File: config.mk
export PLATFORM = sky130hd
export DESIGN_NAME = snd_out_top
export DESIGN_NICKNAME = d
export VERILOG_FILES = /design/src/logic/dac_cfg_pkg.sv /design/src/logic/snd_fmt_pkg.sv /design/src/logic/snd_cen_gen.sv /design/src/logic/snd_pcm_format.sv /design/src/logic/snd_sd_dac.sv /design/src/logic/snd_out_top.sv
export SDC_FILE = /design/constraint.sdc
export NUM_CORES = 1
export LEC_CHECK = 0
export ABC_CLOCK_PERIOD_IN_PS = 11500
export BUFFER_PORTS_ARGS = -buffer_cell sky130_fd_sc_hd__buf_2
export CAP_MARGIN = 20
export CORE_UTILIZATION = 65
export CTS_CLUSTER_DIAMETER = 30
export DETAILED_ROUTE_END_ITERATION = 8
export PLACE_DENSITY = 0.92
export RECOVER_POWER = 100
export SYNTH_ARGS = -nofsm -noshare
export SYNTH_HDL_FRONTEND = slang
export SYNTH_SLANG_ARGS = --single-unit
File: constraint.sdc
create_clock -name clk_dac -period 11.5 [get_ports clk_dac]
set_input_delay 3.45 -clock clk_dac [delete_from_list [all_inputs] [get_ports clk_dac]]
set_output_delay 3.45 -clock clk_dac [all_outputs]
set_load 0.02 [all_outputs]
File: src/logic/dac_cfg_pkg.sv
// DAC modulator constants
`default_nettype none

package dac_cfg_pkg;

    // Clock enable ring
    // One hot ring that fires the enable once per CEN_RING_LEN cycles
    localparam int CEN_RING_LEN = 4;

    // Single one in bit 2 puts the first enable two cycles after reset
    localparam logic [CEN_RING_LEN-1:0] CEN_RING_INIT = 4'b0100;

    // Modulator word
    // Unsigned input word with full scale at 2**PCM_W
    localparam int PCM_W = 20;

    // Integrators carry two extra bits over the input word
    // Enough for the second stage swing at half scale input
    localparam int ACC_W = PCM_W + 2;

endpackage

`default_nettype wire

File: src/logic/snd_fmt_pkg.sv
// Sound sample word types
`default_nettype none

package snd_fmt_pkg;

    // Width of one core sample
    localparam int SAMPLE_W = 16;

    // Zero bits below the sample in the modulator word
    // The word value is the offset sample times 2**PAD_W
    localparam int PAD_W = 3;

    // One sample word read either way
    // sgn is two's complement and ofs is offset binary
    typedef union packed {
        logic signed [SAMPLE_W-1:0] sgn;
        logic        [SAMPLE_W-1:0] ofs;
    } snd_sample_u;

    // Modulator input word
    // From the top it holds the guard bit, the offset sample and PAD_W zeros
    // The zero guard bit keeps the word below half of full scale
    typedef logic [dac_cfg_pkg::PCM_W-1:0] pcm_word_t;

endpackage

`default_nettype wire

File: src/logic/snd_cen_gen.sv
// DAC clock enable generator
`default_nettype none

module snd_cen_gen (
    input  logic clk_dac,
    input  logic rst,
    output logic cen_o
);

    // Rotating one hot ring
    logic [dac_cfg_pkg::CEN_RING_LEN-1:0] ring_q;

    always_ff @(posedge clk_dac or posedge rst) begin
        if (rst) begin
            ring_q <= dac_cfg_pkg::CEN_RING_INIT;
        end else begin
            // Rotate left by one each cycle
            ring_q <= {ring_q[dac_cfg_pkg::CEN_RING_LEN-2:0],
                       ring_q[dac_cfg_pkg::CEN_RING_LEN-1]};
        end
    end

    // Bit 0 is the strobe that both channels share to stay in phase
    // Low during reset since the init value has bit 0 clear
    assign cen_o = ring_q[0];

endmodule

`default_nettype wire

File: src/logic/snd_pcm_format.sv
// Sample formatter and channel routing
`default_nettype none

module snd_pcm_format (
    input  logic                     clk_dac,
    input  logic                     rst,
    input  logic                     cen_i,
    input  logic                     fmt_signed_i,
    input  logic                     stereo_i,
    input  snd_fmt_pkg::snd_sample_u snd_left_i,
    input  snd_fmt_pkg::snd_sample_u snd_right_i,
    output snd_fmt_pkg::pcm_word_t   pcm_left_o,
    output snd_fmt_pkg::pcm_word_t   pcm_right_o
);

    snd_fmt_pkg::snd_sample_u right_src;
    snd_fmt_pkg::pcm_word_t   left_word;
    snd_fmt_pkg::pcm_word_t   right_word;

    // Offset binary sample padded into the modulator word
    function automatic snd_fmt_pkg::pcm_word_t pad_sample(
        input snd_fmt_pkg::snd_sample_u smp,
        input logic                     is_signed
    );
        logic [snd_fmt_pkg::SAMPLE_W-1:0] ofs_val;

        if (is_signed) begin
            // Flip the sign bit of the two's complement view
            ofs_val = {~smp.sgn[snd_fmt_pkg::SAMPLE_W-1],
                       smp.sgn[snd_fmt_pkg::SAMPLE_W-2:0]};
        end else begin
            ofs_val = smp.ofs;
        end

        // Zero guard bit on top and zeros below make the word 8 times the offset value
        return {1'b0, ofs_val, {snd_fmt_pkg::PAD_W{1'b0}}};
    endfunction

    always_comb begin
        // Mono takes the left sample for both channels
        right_src  = stereo_i ? snd_right_i : snd_left_i;
        left_word  = pad_sample(snd_left_i, fmt_signed_i);
        right_word = pad_sample(right_src, fmt_signed_i);
    end

    // Inputs are levels taken only on the enable strobe
    always_ff @(posedge clk_dac or posedge rst) begin
        if (rst) begin
            pcm_left_o  <= '0;
            pcm_right_o <= '0;
        end else if (cen_i) begin
            pcm_left_o  <= left_word;
            pcm_right_o <= right_word;
        end
    end

endmodule

`default_nettype wire

File: src/logic/snd_sd_dac.sv
// Second-order sigma-delta DAC channel
`default_nettype none

module snd_sd_dac (
    input  logic                   clk_dac,
    input  logic                   rst,
    input  logic                   cen_i,
    input  snd_fmt_pkg::pcm_word_t pcm_i,
    output logic                   pwm_o
);

    // Integrator state, two's complement
    logic signed [dac_cfg_pkg::ACC_W-1:0] acc1_q;
    logic signed [dac_cfg_pkg::ACC_W-1:0] acc2_q;

    logic                                 quant;
    logic signed [dac_cfg_pkg::ACC_W-1:0] pcm_ext;
    logic signed [dac_cfg_pkg::ACC_W-1:0] fb;
    logic signed [dac_cfg_pkg::ACC_W:0]   err1;
    logic signed [dac_cfg_pkg::ACC_W:0]   err2;
    logic signed [dac_cfg_pkg::ACC_W-1:0] step1;
    logic signed [dac_cfg_pkg::ACC_W-1:0] step2;

    // Add with clamp at the integrator limits instead of wrapping
    function automatic logic signed [dac_cfg_pkg::ACC_W-1:0] sat_add(
        input logic signed [dac_cfg_pkg::ACC_W-1:0] a,
        input logic signed [dac_cfg_pkg::ACC_W-1:0] b
    );
        logic signed [dac_cfg_pkg::ACC_W:0] sum;

        sum = a + b;
        if (sum[dac_cfg_pkg::ACC_W] != sum[dac_cfg_pkg::ACC_W-1]) begin
            // On overflow pick the rail on the side of the true sign
            if (sum[dac_cfg_pkg::ACC_W]) begin
                return {1'b1, {(dac_cfg_pkg::ACC_W-1){1'b0}}};
            end
            return {1'b0, {(dac_cfg_pkg::ACC_W-1){1'b1}}};
        end
        return sum[dac_cfg_pkg::ACC_W-1:0];
    endfunction

    always_comb begin
        // Quantiser looks at the second integrator before it moves
        quant = ~acc2_q[dac_cfg_pkg::ACC_W-1] && (acc2_q != '0);

        pcm_ext = $signed({{(dac_cfg_pkg::ACC_W - dac_cfg_pkg::PCM_W){1'b0}}, pcm_i});

        // Full scale sits one bit above the input word
        fb                     = '0;
        fb[dac_cfg_pkg::PCM_W] = quant;

        err1 = pcm_ext - fb;
        err2 = acc1_q - fb;

        // Each stage integrates half of its error
        // Both halves fit back into ACC_W bits
        step1 = err1[dac_cfg_pkg::ACC_W:1];
        step2 = err2[dac_cfg_pkg::ACC_W:1];
    end

    // Everything moves on the enable only, so pwm edges stay on the enable grid
    always_ff @(posedge clk_dac or posedge rst) begin
        if (rst) begin
            acc1_q <= '0;
            acc2_q <= '0;
            pwm_o  <= 1'b0;
        end else if (cen_i) begin
            acc1_q <= sat_add(acc1_q, step1);
            acc2_q <= sat_add(acc2_q, step2);
            pwm_o  <= quant;
        end
    end

endmodule

`default_nettype wire

File: src/logic/snd_out_top.sv
// Sound output top level
`default_nettype none

module snd_out_top (
    input  logic                            clk_dac,
    input  logic                            rst,
    input  logic                            fmt_signed_i,
    input  logic                            stereo_i,
    input  logic [snd_fmt_pkg::SAMPLE_W-1:0] snd_left_i,
    input  logic [snd_fmt_pkg::SAMPLE_W-1:0] snd_right_i,
    output logic                            snd_pwm_left_o,
    output logic                            snd_pwm_right_o
);

    logic                     cen;
    snd_fmt_pkg::snd_sample_u left_smp;
    snd_fmt_pkg::snd_sample_u right_smp;
    snd_fmt_pkg::pcm_word_t   pcm_left;
    snd_fmt_pkg::pcm_word_t   pcm_right;
    logic                     pwm_left;
    logic                     pwm_right;

    // Plain sample pins seen through the union type
    assign left_smp  = snd_left_i;
    assign right_smp = snd_right_i;

    snd_cen_gen u_cen (
        .clk_dac ( clk_dac ),
        .rst     ( rst     ),
        .cen_o   ( cen     )
    );

    snd_pcm_format u_fmt (
        .clk_dac      ( clk_dac      ),
        .rst          ( rst          ),
        .cen_i        ( cen          ),
        .fmt_signed_i ( fmt_signed_i ),
        .stereo_i     ( stereo_i     ),
        .snd_left_i   ( left_smp     ),
        .snd_right_i  ( right_smp    ),
        .pcm_left_o   ( pcm_left     ),
        .pcm_right_o  ( pcm_right    )
    );

    snd_sd_dac u_dac_left (
        .clk_dac ( clk_dac  ),
        .rst     ( rst      ),
        .cen_i   ( cen      ),
        .pcm_i   ( pcm_left ),
        .pwm_o   ( pwm_left )
    );

    snd_sd_dac u_dac_right (
        .clk_dac ( clk_dac   ),
        .rst     ( rst       ),
        .cen_i   ( cen       ),
        .pcm_i   ( pcm_right ),
        .pwm_o   ( pwm_right )
    );

    assign snd_pwm_left_o = pwm_left;

    // In mono the right pin repeats the left pin cycle for cycle,
    // whatever state the right modulator was left in
    assign snd_pwm_right_o = stereo_i ? pwm_right : pwm_left;

endmodule

`default_nettype wire

Yosys cells after proc, flatten, opt, wreduce, memory -nomap -nowiden
Cells that the tools add are included. W data, S select, Z words.

Register bits: 126. Bits in latches: 0. Bits in writable memories: 0. ROM bits: 0. Input bits: 36. Output and inout port bits: 2. Logic and storage cells: 69. Memories kept: 0.

Add/subtract/negate cells: 8. $mul: 0. Divide/modulo/power cells: 0. $lt $le $gt $ge: 0. Equality and inequality tests: 4. Shift-type cells: 0. Multiplexer cells: 40. Bitwise gates (word level): 4. Reductions and logical operators: 4.

Operator list (count): $mux W22 (16); $mux W16 (3); $add A22 B21 Y23 (2); $add A22 B22 Y23 (2); $sub A22 B22 Y23 (2); $reduce_bool A22 Y1 (2); $sub A19 B21 Y22 (2); $mux W1 (21); $ne A1 B1 Y1 (4); $not A1 Y1 (4); $logic_and A1 B1 Y1 (2).

Depth between registers and ports, before layout
Gate-level depths: netlist (run 1).

Depth after elaboration: 10. Depth in mapped cells: 18. Depth with buffers taken out: 17.

By module
A second synthesis (run 1) with hierarchy kept.

Cell total of the unflattened synthesis: 1140. Area total of the unflattened synthesis: 10048.4 µm².

Modules (own cells, without submodules): snd_sd_dac at u_dac_right (instances 1, cells an instance 495, area each 4270.3 µm², sequential area each 1126.1 µm²); snd_sd_dac at u_dac_left (instances 1, cells an instance 524, area each 4246.6 µm², sequential area each 1126.1 µm²); snd_pcm_format (instances 1, cells an instance 115, area each 1411.4 µm², sequential area each 800.8 µm²); snd_cen_gen (instances 1, cells an instance 5, area each 105.1 µm², sequential area each 101.3 µm²); snd_out_top (instances 1, cells an instance 1, area each 15.0 µm², sequential area each 0.0 µm²).

Least setup slack after synthesis (run 1)
No wires, ideal clock.

Path kind: input to output. Start point: in stereo_i. End point: out snd_pwm_right_o. Data arrival time: 4.209 ns. Required time: 8.050 ns. Path slack: 3.841 ns. Stages on the path: 2. Buffers on the path: 1. Cell sequence: clkbuf_1 > mux2_2.

Word-level cells in the longest chain between the ends: 1.

Ends and longest elaborated chain: from (decl) (line snd_out_top.sv:8) `input logic stereo_i,`; $mux W1 (line snd_out_top.sv:65) `assign snd_pwm_right_o = stereo_i ? pwm_right : pwm_left;`; to (decl) (line snd_out_top.sv:12) `output logic snd_pwm_right_o`.

Every way passes these cells.

Final worst setup path (run 1)
Ends and elaborated chain as after synthesis.

==> flow_summary.toml, run 1 <==
[layout]
drive_gt1_frac = 0.0994
multiInputGateArea_sq_um = 6020
num_antenna_cells = 0
area_growth_syn_to_layout_pct = 9.63
layout.area.seq_sq_um = 3100
finalNetCount = 1255
fillerInstances = 923

[sta]
worst_pin_slew_ns = 3.74
slew_violations = 284
timing.final.crit_share = 0.724
layout_min_cycle_time_ns = 8.33
setup_viol_count_final = 0
hold_violations = 0
grt_setup_unrepaired = "no"
slew_headroom = -1.49
setup_tns_ns = 0
hold-worst-slack_ns = 0.351
fmax_mhz = 120
clock_skew_ns = 0.00691
worst_slack_ns = 3.17

[placement]
dp_slack_ns = 3.66
dp_hpwl_mm = 16.7
portBuffers = 37
gp_congestion = 0.929

[logic_synthesis]
syn_inst = 1102
syn_nets = 1232
syn_area_sq_um = 9600
yosys.cell_types.count = 75
synth_area_leaders = "dfrtp_1 (32%), ha_1 (12%), a21oi_1 (6.9%)"
synth_edf_count = 0
synth_most_common_cell = "a21oi_1"
syn_area_per_cell_sq_um = 8.71
yosysSeqAreaShare = 0.323
synth.top_cell.area_share = 0.321
yosys-top-cells-count = "a21oi_1 (133), dfrtp_1 (123), nor2_1 (106), ha_1 (90), inv_1 (78)"
yosys_warnings = 0
ys.flop_type = "dfrtp_1"
yosysTopAreaCell = "dfrtp_1"
ys_ff_latch = 124
synthArstFlopShare = 1.00

[die]
dieArea_sq_um = 15300
io_pins = 38
row_count = 44
die_h_um = 124
core_area_sq_um = 14500
start_util = 0.663
die_x_um = 124

[worst_hold_path]
min_path_type = "reg2reg"
whs_path_depth = 0

[grt]
grt.overflow.total = 0
grt_max_degree = 80
track_usage = 0.343
antenna_found_initial = 0
grt_pass1_wl_mm = 40.3
grt_pass1_vias = 8153

[clocking]
ctsHtreeMaxLevel = 4
worstSkewPairLatency_ns = 0.43
max-clock-path-buffers = 2
post_cts_buffers = 0
cts_root_buf = "clkbuf_16"
cts_buffers = 17
cts_tree = "built"
ctsResizeCount = 0
clk_pin_slew_ns = 0.06
cts_hold_buf = 0
clock-sinks = 124

[setup_path]
crit_chain = "clkbuf_1 > mux2_2 > clkbuf_1"
cp_num_buf_inv = 2
critPathMaxStageDelay_ns = 0.84
crit_family = "buffers and inverters"
crit_cells = 3
cp_slowest_cell = "clkbuf_1"
arrival_ns = 4.88
reg2regPathDepth = 14
required_ns = 8.05
path_class = "in2out"
crit_fanout = 17
startpoint_type = "input port"
worstSetupEndpointType = "output pin"
crit_top_cell = "clkbuf_1"

[routing]
ant_nets = 0
totalWireLength_mm = 25.6
avgRoutedWirePerCell_um = 19.3
viasPerCell = 6.73
first_iter_violations = 1205
drt_first_pass_iters = 6
drcViolationCount = 0
routed-via-count = 8888

[outcome]
status = "finished with violations"
violations = "capacitance limit, slew limit"

[job]
drv_cap = 5

[power_and_ir_drop]
ir_worst_vdd_mv = 0.112
leakage_nw = 5.06
p_per_area_nw_per_um2 = 101
[registers in the layout (all words and copies together), names as in the netlist]
| register | count |
|---|---|
| u_dac_left.pwm_o | 1 |
| u_dac_left.acc2_q | 22 |
| u_cen.ring_q | 4 |
| u_dac_left.acc1_q | 21 |
| u_dac_right.acc1_q | 21 |
| u_fmt.pcm_right_o | 16 |
| u_dac_right.pwm_o | 1 |
| u_dac_right.acc2_q | 22 |
| u_fmt.pcm_left_o | 16 |
[kinds of logic (layout without fill, tap and decap cells)]
kind of cell | count (synthesis) | count (layout) | synth area share
multiplexers | 52 | 52 | 0.0584
buffers and inverters | 120 | 155 | 0.0488
AND/OR/NAND/NOR | 263 | 263 | 0.126
XOR/XNOR | 66 | 66 | 0.0610
adder cells (fa/ha/maj) | 101 | 101 | 0.134
AO/OA/AOI/OAI | 376 | 376 | 0.249
flip-flops | 124 | 124 | 0.323
[worst reg2reg max path, stage by stage, from the launching register on]
cell and delay (ns):
dfrtp_1 0.42, nor4_1 0.39, nand4_1 0.21, nor4_1 0.24, nor2_1 0.17, ha_1 0.38
inv_1 0.10, ha_1 0.25, nor3_1 0.17, o21ai_0 0.15, nand4_1 0.17, o211ai_1 0.34
o21ai_0 2.12, o21ai_0 0.94, o22ai_1 0.31
[power breakdown]
group	switching (mW)	internal [mW]	total (mW)
Combinational	0.0156	0.00734	0.0229
Clock	0.207	0.399	0.607
Sequential	0	0.437	0.437
[metrics by stage]
stage / power (mW) / utilization / cell area, sq um / instances
floorplan: 0.456 / - / 9600 / 1102
global placement: 0.468 / 0.684 / 9900 / 1288
CTS: 1.07 / 0.729 / 10600 / 1319
global route: 1.09 / 0.727 / 10500 / 1321
finish: 1.07 / 0.727 / 10500 / 1321
detailed placement: 0.468 / 0.684 / 9900 / 1288
[area by class of cell]
| class | instances | share of cell area |
|---|---|---|
| inverter | 78 | 0.0279 |
| sequential | 124 | 0.295 |
| clock buffer | 20 | 0.0444 |
| tap | 184 | 0.0219 |
| clock inverter | 11 | 0.0181 |
| multi-input combinational | 858 | 0.572 |
| timing repair buffer | 46 | 0.0207 |
[layout by cell type, fill, tap and decap left out, types with 27 or more instances in the layout]
master   instances
a21oi_1        133
dfrtp_1        123
nor2_1         106
ha_1            90
inv_1           77
o21ai_0         62
nand2_1         56
xnor2_1         49
a21o_1          32
mux2_2          32
o22ai_1         30
buf_2           27
[routing by layer]
layer / routed length (um) / share of wire / up-vias / track usage
li1: - / - / 4058 / -
met1: 10500 / 0.41 / 4195 / 0.452
met2: 11700 / 0.46 / 542 / 0.530
met3: 2450 / 0.096 / 93 / 0.0849
met4: 891 / 0.035 / 0 / 0.155
met5: 0 / 0 / - / 0
[worst paths after layout]
| path | start | slack [ns] | to |
|---|---|---|---|
| max | stereo_i | 3.17 | snd_pwm_right_o |
| min | u_cen.ring_q[1]$_DFF_PP0_ | 0.35 | u_cen.ring_q[2]$_DFF_PP1_ |
| max reg2reg | u_dac_right.acc2_q[14]$_DFFE_PP0P_ | 5.06 | u_dac_right.acc2_q[7]$_DFFE_PP0P_ |
| min reg2reg | u_cen.ring_q[1]$_DFF_PP0_ | 0.35 | u_cen.ring_q[2]$_DFF_PP1_ |
| max in group asynchronous | rst | 3.20 | u_fmt.pcm_right_o[16]$_DFFE_PP0P_ |
| min in group asynchronous | rst | 3.55 | u_dac_left.acc2_q[18]$_DFFE_PP0P_ |
(Power assumes the default switching activity.)
==> inputs of run 2 (changes only) <==
--- a/config.mk
+++ b/config.mk
@@ -5,13 +5,14 @@
 export SDC_FILE = /design/constraint.sdc
 export NUM_CORES = 1
 export LEC_CHECK = 0
-export ABC_CLOCK_PERIOD_IN_PS = 11500
+export ABC_AREA = 1
+export ABC_CLOCK_PERIOD_IN_PS = 7700
 export BUFFER_PORTS_ARGS = -buffer_cell sky130_fd_sc_hd__buf_2
 export CAP_MARGIN = 20
-export CORE_UTILIZATION = 65
+export CORE_UTILIZATION = 64
 export CTS_CLUSTER_DIAMETER = 30
 export DETAILED_ROUTE_END_ITERATION = 8
-export PLACE_DENSITY = 0.92
+export PLACE_DENSITY = 0.91
 export RECOVER_POWER = 100
 export SYNTH_ARGS = -nofsm -noshare
 export SYNTH_HDL_FRONTEND = slang
==> constraint.sdc (replaced) <==
create_clock -name clk_dac -period 7.7 [get_ports clk_dac]
set_input_delay 2.31 -clock clk_dac [delete_from_list [all_inputs] [get_ports clk_dac]]
set_output_delay 2.31 -clock clk_dac [all_outputs]
set_load 0.02 [all_outputs]
==> run 2 against run 1 <==
- the run still ends with capacitance limit, slew limit left
- total power up 47%
- first-iteration DRC count up 11%
- critical path depth up 2
- combinational power up 28%
- clock skew up 0.0024 ns
- global-route usage up 1.8 points
- sequential power up 49%
- largest cell class unchanged
- synthesized cell count up 46%
- routed wire length up 20%
- setup slack worse by 1.3 ns
==> flow_summary.toml, run 2 <==
[setup_path]
crit_chain = "clkbuf_1 > clkinv_1 > nand2_1 > nand2_1 > buf_2"
worstSetupEndpointType = "output pin"
cp_slowest_cell = "clkinv_1"
path_class = "in2out"
required_ns = 5.39
r2r_slack_ns = 1.87
crit_top_cell = "nand2_1"
critPathMaxStageDelay_ns = 0.48
crit_family = "buffers and inverters"
cp_num_buf_inv = 3
arrival_ns = 3.54
reg2regPathDepth = 4
crit_fanout = 18
r2r-end = "u_dac_left.acc2_q[7]$_DFFE_PP0P_"
startpoint_type = "input port"
rr_startpoint = "u_cen.ring_q[0]$_DFF_PP0_"

[layout]
finalNetCount = 1762
fin_area_sq_um = 11700
top_regs = "u_dac_left.acc2_q x22, u_dac_right.acc2_q x22"
layout_commonest_cell = "nand2_1"
fillerInstances = 1340
area_growth_syn_to_layout_pct = 7.81
drive_gt1_frac = 0.0869
final_cell_mix = "nand2_1 (508), nor2_1 (174), inv_1 (151)"
num_antenna_cells = 0
final_util = 0.708

[sta]
slew_headroom = -1.42
setup_tns_ns = 0
timing.final.crit_share = 0.760
fmax_mhz = 171
hold_violations = 0
slew_violations = 259
clock_skew_ns = 0.00933
grt_setup_unrepaired = "no"
setup_viol_count_final = 0
layout_min_cycle_time_ns = 5.85
worst_pin_slew_ns = 3.63

[die]
die_h_um = 132
die_x_um = 132
row_count = 47
io_pins = 38
core_area_sq_um = 16600
dieArea_sq_um = 17500
start_util = 0.657

[power_and_ir_drop]
intPower_mw = 1.22
p_per_area_nw_per_um2 = 133
combPwrFrac = 0.019
clkPwrFrac = 0.565
seqPwrFrac = 0.416
leakage_nw = 6.36
p_switching_mw = 0.343
switching_share = 0.219
ir_worst_vdd_mv = 0.219

[clocking]
clock-sinks = 124
cts_hold_buf = 0
max-clock-path-buffers = 2
ctsResizeCount = 0
cts_tree = "built"
ctsHtreeMaxLevel = 4
worstSkewPairLatency_ns = 0.43
post_cts_buffers = 0
clk_pin_slew_ns = 0.05
cts_root_buf = "clkbuf_16"
cts_buffers = 17

[logic_synthesis]
ys_ff_latch = 124
yosysTopAreaCell = "dfrtp_1"
ys.flop_type = "dfrtp_1"
yosys_warnings = 0
synth.top_cell.area_share = 0.283
synthArstFlopShare = 1.00
yosys-top-cells-count = "nand2_1 (508), nor2_1 (174), inv_1 (153), dfrtp_1 (123), a21oi_1 (114)"
syn_area_per_cell_sq_um = 6.75
synth_area_leaders = "dfrtp_1 (28%), nand2_1 (18%), ha_1 (10%)"
yosys.cell_types.count = 46
synth_edf_count = 0
yosysSeqAreaShare = 0.285
syn_inst = 1613
syn_area_sq_um = 10900
synth_most_common_cell = "nand2_1"
syn_nets = 1743

[routing]
drcViolationCount = 0
avgRoutedWirePerCell_um = 16.4
ant_nets = 0
totalWireLength_mm = 30.6
drt_first_pass_iters = 6
routed-via-count = 11022
viasPerCell = 5.91
first_iter_violations = 1335

[grt]
grt_pass1_vias = 10312
grt_pass1_wl_mm = 50.0
grt_max_degree = 89
grt.overflow.total = 0
antenna_found_initial = 0
track_usage = 0.361

[outcome]
violations = "capacitance limit, slew limit"
status = "finished with violations"

[worst_hold_path]
whs_path_depth = 0
hp-start = "u_cen.ring_q[1]$_DFF_PP0_"
whs_endpoint = "u_cen.ring_q[2]$_DFF_PP1_"
min_path_type = "reg2reg"

[placement]
portBuffers = 37
place_area_sq_um = 11200
dp_hpwl_mm = 22.4
gp_congestion = 1.00

[job]
drv_cap = 4
-- run 2: cell types whose count changed after synthesis, moves of 31 or more --
cell and delta:
inv_1 +75, xnor2_1 -40, a21oi_2 +32, nor2_1 +68, mux2_2 -32, nand2_1 +452
nand3_1 +70, a21o_1 -31
-- run 2: layer usage --
| metal | global-route usage | routed length, um |
|---|---|---|
| met1 | 0.491 | 13000 |
| met2 | 0.577 | 14000 |
| met3 | 0.0582 | 2670 |
| met4 | 0.142 | 920 |
| met5 | 0 | 0 |
-- run 2: worst max path at each step --
| stage | start | end | slack [ns] | depth (start not counted) |
|---|---|---|---|---|
| after floorplan | rst | u_cen.ring_q[0]$_DFF_PP0_ | 2.09 | 1 |
| after global placement | stereo_i | snd_pwm_right_o | 2.18 | 5 |
| after detailed placement | stereo_i | snd_pwm_right_o | 2.15 | 5 |
| after CTS | stereo_i | snd_pwm_right_o | 2.16 | 5 |
| after global routing | u_cen.ring_q[0]$_DFF_PP0_ | u_dac_left.acc2_q[7]$_DFFE_PP0P_ | 1.36 | 4 |
| final | stereo_i | snd_pwm_right_o | 1.85 | 5 |
-- run 2: logic make-up (layout without fill, tap and decap cells) --
family | count (synthesis) | count (layout) | share of synthesized area
and+or+nand+nor | 894 | 894 | 0.358
buffers and inverters | 197 | 229 | 0.0748
DFF | 124 | 124 | 0.285
xor gates and xnor gates | 36 | 36 | 0.0290
adders and majority gates | 94 | 94 | 0.111
AOI/OAI and AO/OA | 268 | 268 | 0.142
-- run 2: power groups by stage --
stage	logic (mW)	registers [mW]	clock network, mW
final	0.0293	0.652	0.885
after global routing	0.0339	0.652	0.913
after CTS	0.0307	0.652	0.885
after detailed placement	0.0307	0.664	0
after global placement	0.0302	0.664	0
after floorplan	0.0145	0.664	0
-- run 2: stage by stage --
stage	hold slack, ns	cells	power [mW]	setup slack [ns]
2_1_floorplan	0.331	1613	0.678	2.09
3_3_place_gp	0.334	1833	0.694	2.18
3_5_place_dp	0.338	1833	0.694	2.15
4_1_cts	0.349	1865	1.57	2.16
5_1_grt	0.359	1865	1.60	1.36
6_report	0.350	1865	1.57	1.85
-- run 2: layout make-up --
cell class / count / area (sq um) / share of cell area
Multi-Input combinational cell: 1292 / 6930 / 0.590
Timing Repair Buffer: 42 / 206 / 0.0176
Clock buffer: 20 / 457 / 0.0389
Clock inverter: 12 / 184 / 0.0157
Inverter: 155 / 583 / 0.0497
Sequential cell: 124 / 3100 / 0.264
Tap cell: 220 / 275 / 0.0234
==> inputs of run 3 (changes only) <==
--- a/config.mk
+++ b/config.mk
@@ -6,7 +6,7 @@
 export NUM_CORES = 1
 export LEC_CHECK = 0
 export ABC_AREA = 1
-export ABC_CLOCK_PERIOD_IN_PS = 7700
+export ABC_CLOCK_PERIOD_IN_PS = 6100
 export BUFFER_PORTS_ARGS = -buffer_cell sky130_fd_sc_hd__buf_2
 export CAP_MARGIN = 20
 export CORE_UTILIZATION = 64
==> constraint.sdc (replaced) <==
create_clock -name clk_dac -period 6.1 [get_ports clk_dac]
set_input_delay 1.83 -clock clk_dac [delete_from_list [all_inputs] [get_ports clk_dac]]
set_output_delay 1.83 -clock clk_dac [all_outputs]
set_load 0.02 [all_outputs]
==> run 3 against run 2 <==
- the run still ends with capacitance limit, slew limit left
- clock power rose by 27%
- largest power group unchanged
- highest routed layer unchanged
- sequential power is 26% higher
- die area is the same
==> flow_summary.toml, run 3 (synthesis gave the netlist of run 2 again) <==
[outcome]
status = "finished with violations"
violations = "capacitance limit, slew limit"

[sta]
worst_slack_ns = 1.04
setup_tns_ns = 0
clock_skew_ns = 0.0126
worst_pin_slew_ns = 4.18
slew_violations = 265
hold-worst-slack_ns = 0.355
fmax_mhz = 198
timing.final.crit_share = 0.829
layout_min_cycle_time_ns = 5.06
setup_viol_count_final = 0
slew_headroom = -1.79
hold_violations = 0
grt_setup_unrepaired = "no"

[clocking]
cts_tree = "built"
max-clock-path-buffers = 2
clk_pin_slew_ns = 0.05
post_cts_buffers = 0
cts_buffers = 17
clock-sinks = 124
ctsResizeCount = 0
ctsHtreeMaxLevel = 4
cts_root_buf = "clkbuf_16"
worstSkewPairLatency_ns = 0.43
cts_hold_buf = 0

[grt]
grt_pass1_vias = 10359
grt_pass1_wl_mm = 49.9
grt_max_degree = 103
track_usage = 0.358
antenna_found_initial = 0
grt.overflow.total = 0

[layout]
fillerInstances = 1408
layout_commonest_cell = "nand2_1"
final_cell_mix = "nand2_1 (508), nor2_1 (177), inv_1 (152)"
area_growth_syn_to_layout_pct = 7.17
top_regs = "u_dac_left.acc2_q x22, u_dac_right.acc2_q x22"
finalNetCount = 1763
drive_gt1_frac = 0.0741
fin_area_sq_um = 11700
num_antenna_cells = 0

[die]
row_count = 47
start_util = 0.657
io_pins = 38
die_x_um = 132
core_area_sq_um = 16600
die_h_um = 132
dieArea_sq_um = 17500

[routing]
drcViolationCount = 0
totalWireLength_mm = 30.1
first_iter_violations = 993
viasPerCell = 5.93
ant_nets = 0
avgRoutedWirePerCell_um = 16.1
routed-via-count = 11065
drt_first_pass_iters = 5

[placement]
gp_congestion = 1.01
portBuffers = 37
dp_slack_ns = 1.51
dp_hpwl_mm = 22.2
place_area_sq_um = 11200

[setup_path]
path_class = "reg2reg"
arrival_ns = 5.39
worstSetupEndpointType = "flop"
required_ns = 6.43
startpoint_type = "flop"
crit_fanout = 77

[power_and_ir_drop]
combPwrFrac = 0.019
intPower_mw = 1.56
seqPwrFrac = 0.415
p_per_area_nw_per_um2 = 170
leakage_nw = 6.37
clkPwrFrac = 0.566
ir_worst_vdd_mv = 0.221
p_switching_mw = 0.420
switching_share = 0.212

[job]
drv_cap = 4

[worst_hold_path]
min_path_type = "reg2reg"
run 3: cell types whose count changed in the layout (fill, tap and decap cells not counted), moves of 3 or more:
cell     previous run  this run
a21oi_1           118       127
nor2_1            174       177
nand3_2            23        12
nor2_2              6         3
inv_6               4         0
nand3_1            95       106
a21oi_2            30        20
run 3: metrics by stage:
stage,util,cells,power (mW)
after CTS,0.712,1866,1.98
after global routing,0.704,1866,2.02
final,0.704,1866,1.98
after detailed placement,0.674,1834,0.877
after floorplan,-,1613,0.856
after global placement,0.674,1834,0.876
run 3: cell type report:
type	count	area [sq um]	area share
inverters	155	583	0.0500
clock buffers	22	484	0.0415
repair buffers	43	216	0.0185
clock inverters	10	161	0.0138
flip-flops and latches	124	3110	0.266
well taps	220	275	0.0236
multi-input cells	1292	6840	0.586
run 3: path summary, 6_finish.rpt:
kind,cells past startpoint,slack [ns],end,startpoint
worst min-delay path,0,0.35,u_cen.ring_q[2]$_DFF_PP1_,u_cen.ring_q[1]$_DFF_PP0_
min in group asynchronous,2,1.99,u_dac_right.acc2_q[1]$_DFFE_PP0P_,rst
max in group asynchronous,3,1.63,u_fmt.pcm_left_o[10]$_DFFE_PP0P_,rst
worst max register to register,5,1.04,u_dac_right.acc2_q[7]$_DFFE_PP0P_,u_cen.ring_q[0]$_DFF_PP0_
worst min register to register,0,0.35,u_cen.ring_q[2]$_DFF_PP1_,u_cen.ring_q[1]$_DFF_PP0_
worst max-delay path,5,1.04,u_dac_right.acc2_q[7]$_DFFE_PP0P_,u_cen.ring_q[0]$_DFF_PP0_
run 3: critical path: stages, from the launching register on:
cell and delay, ns:
dfrtp_4 0.61, inv_1 0.09, clkbuf_1 2.40, a21oi_1 1.16
buf_4 0.51, a21oi_1 0.17
run 3: power by group through the flow:
stage	Sequential, mW	Clock, mW	Combinational [mW]
2_1_floorplan	0.838	0	0.0182
4_1_cts	0.823	1.12	0.0392
5_1_grt	0.823	1.16	0.0432
3_5_place_dp	0.838	0	0.0390
6_report	0.823	1.12	0.0377
3_3_place_gp	0.838	0	0.0387
run 3: layer usage:
| layer | vias up | global-route usage | routed length (um) |
|---|---|---|---|
| li1 | 5347 | - | - |
| met1 | 5100 | 0.490 | 13100 |
| met2 | 524 | 0.565 | 13400 |
| met3 | 94 | 0.0594 | 2610 |
| met4 | 0 | 0.146 | 1020 |
| met5 | - | 0 | 0 |
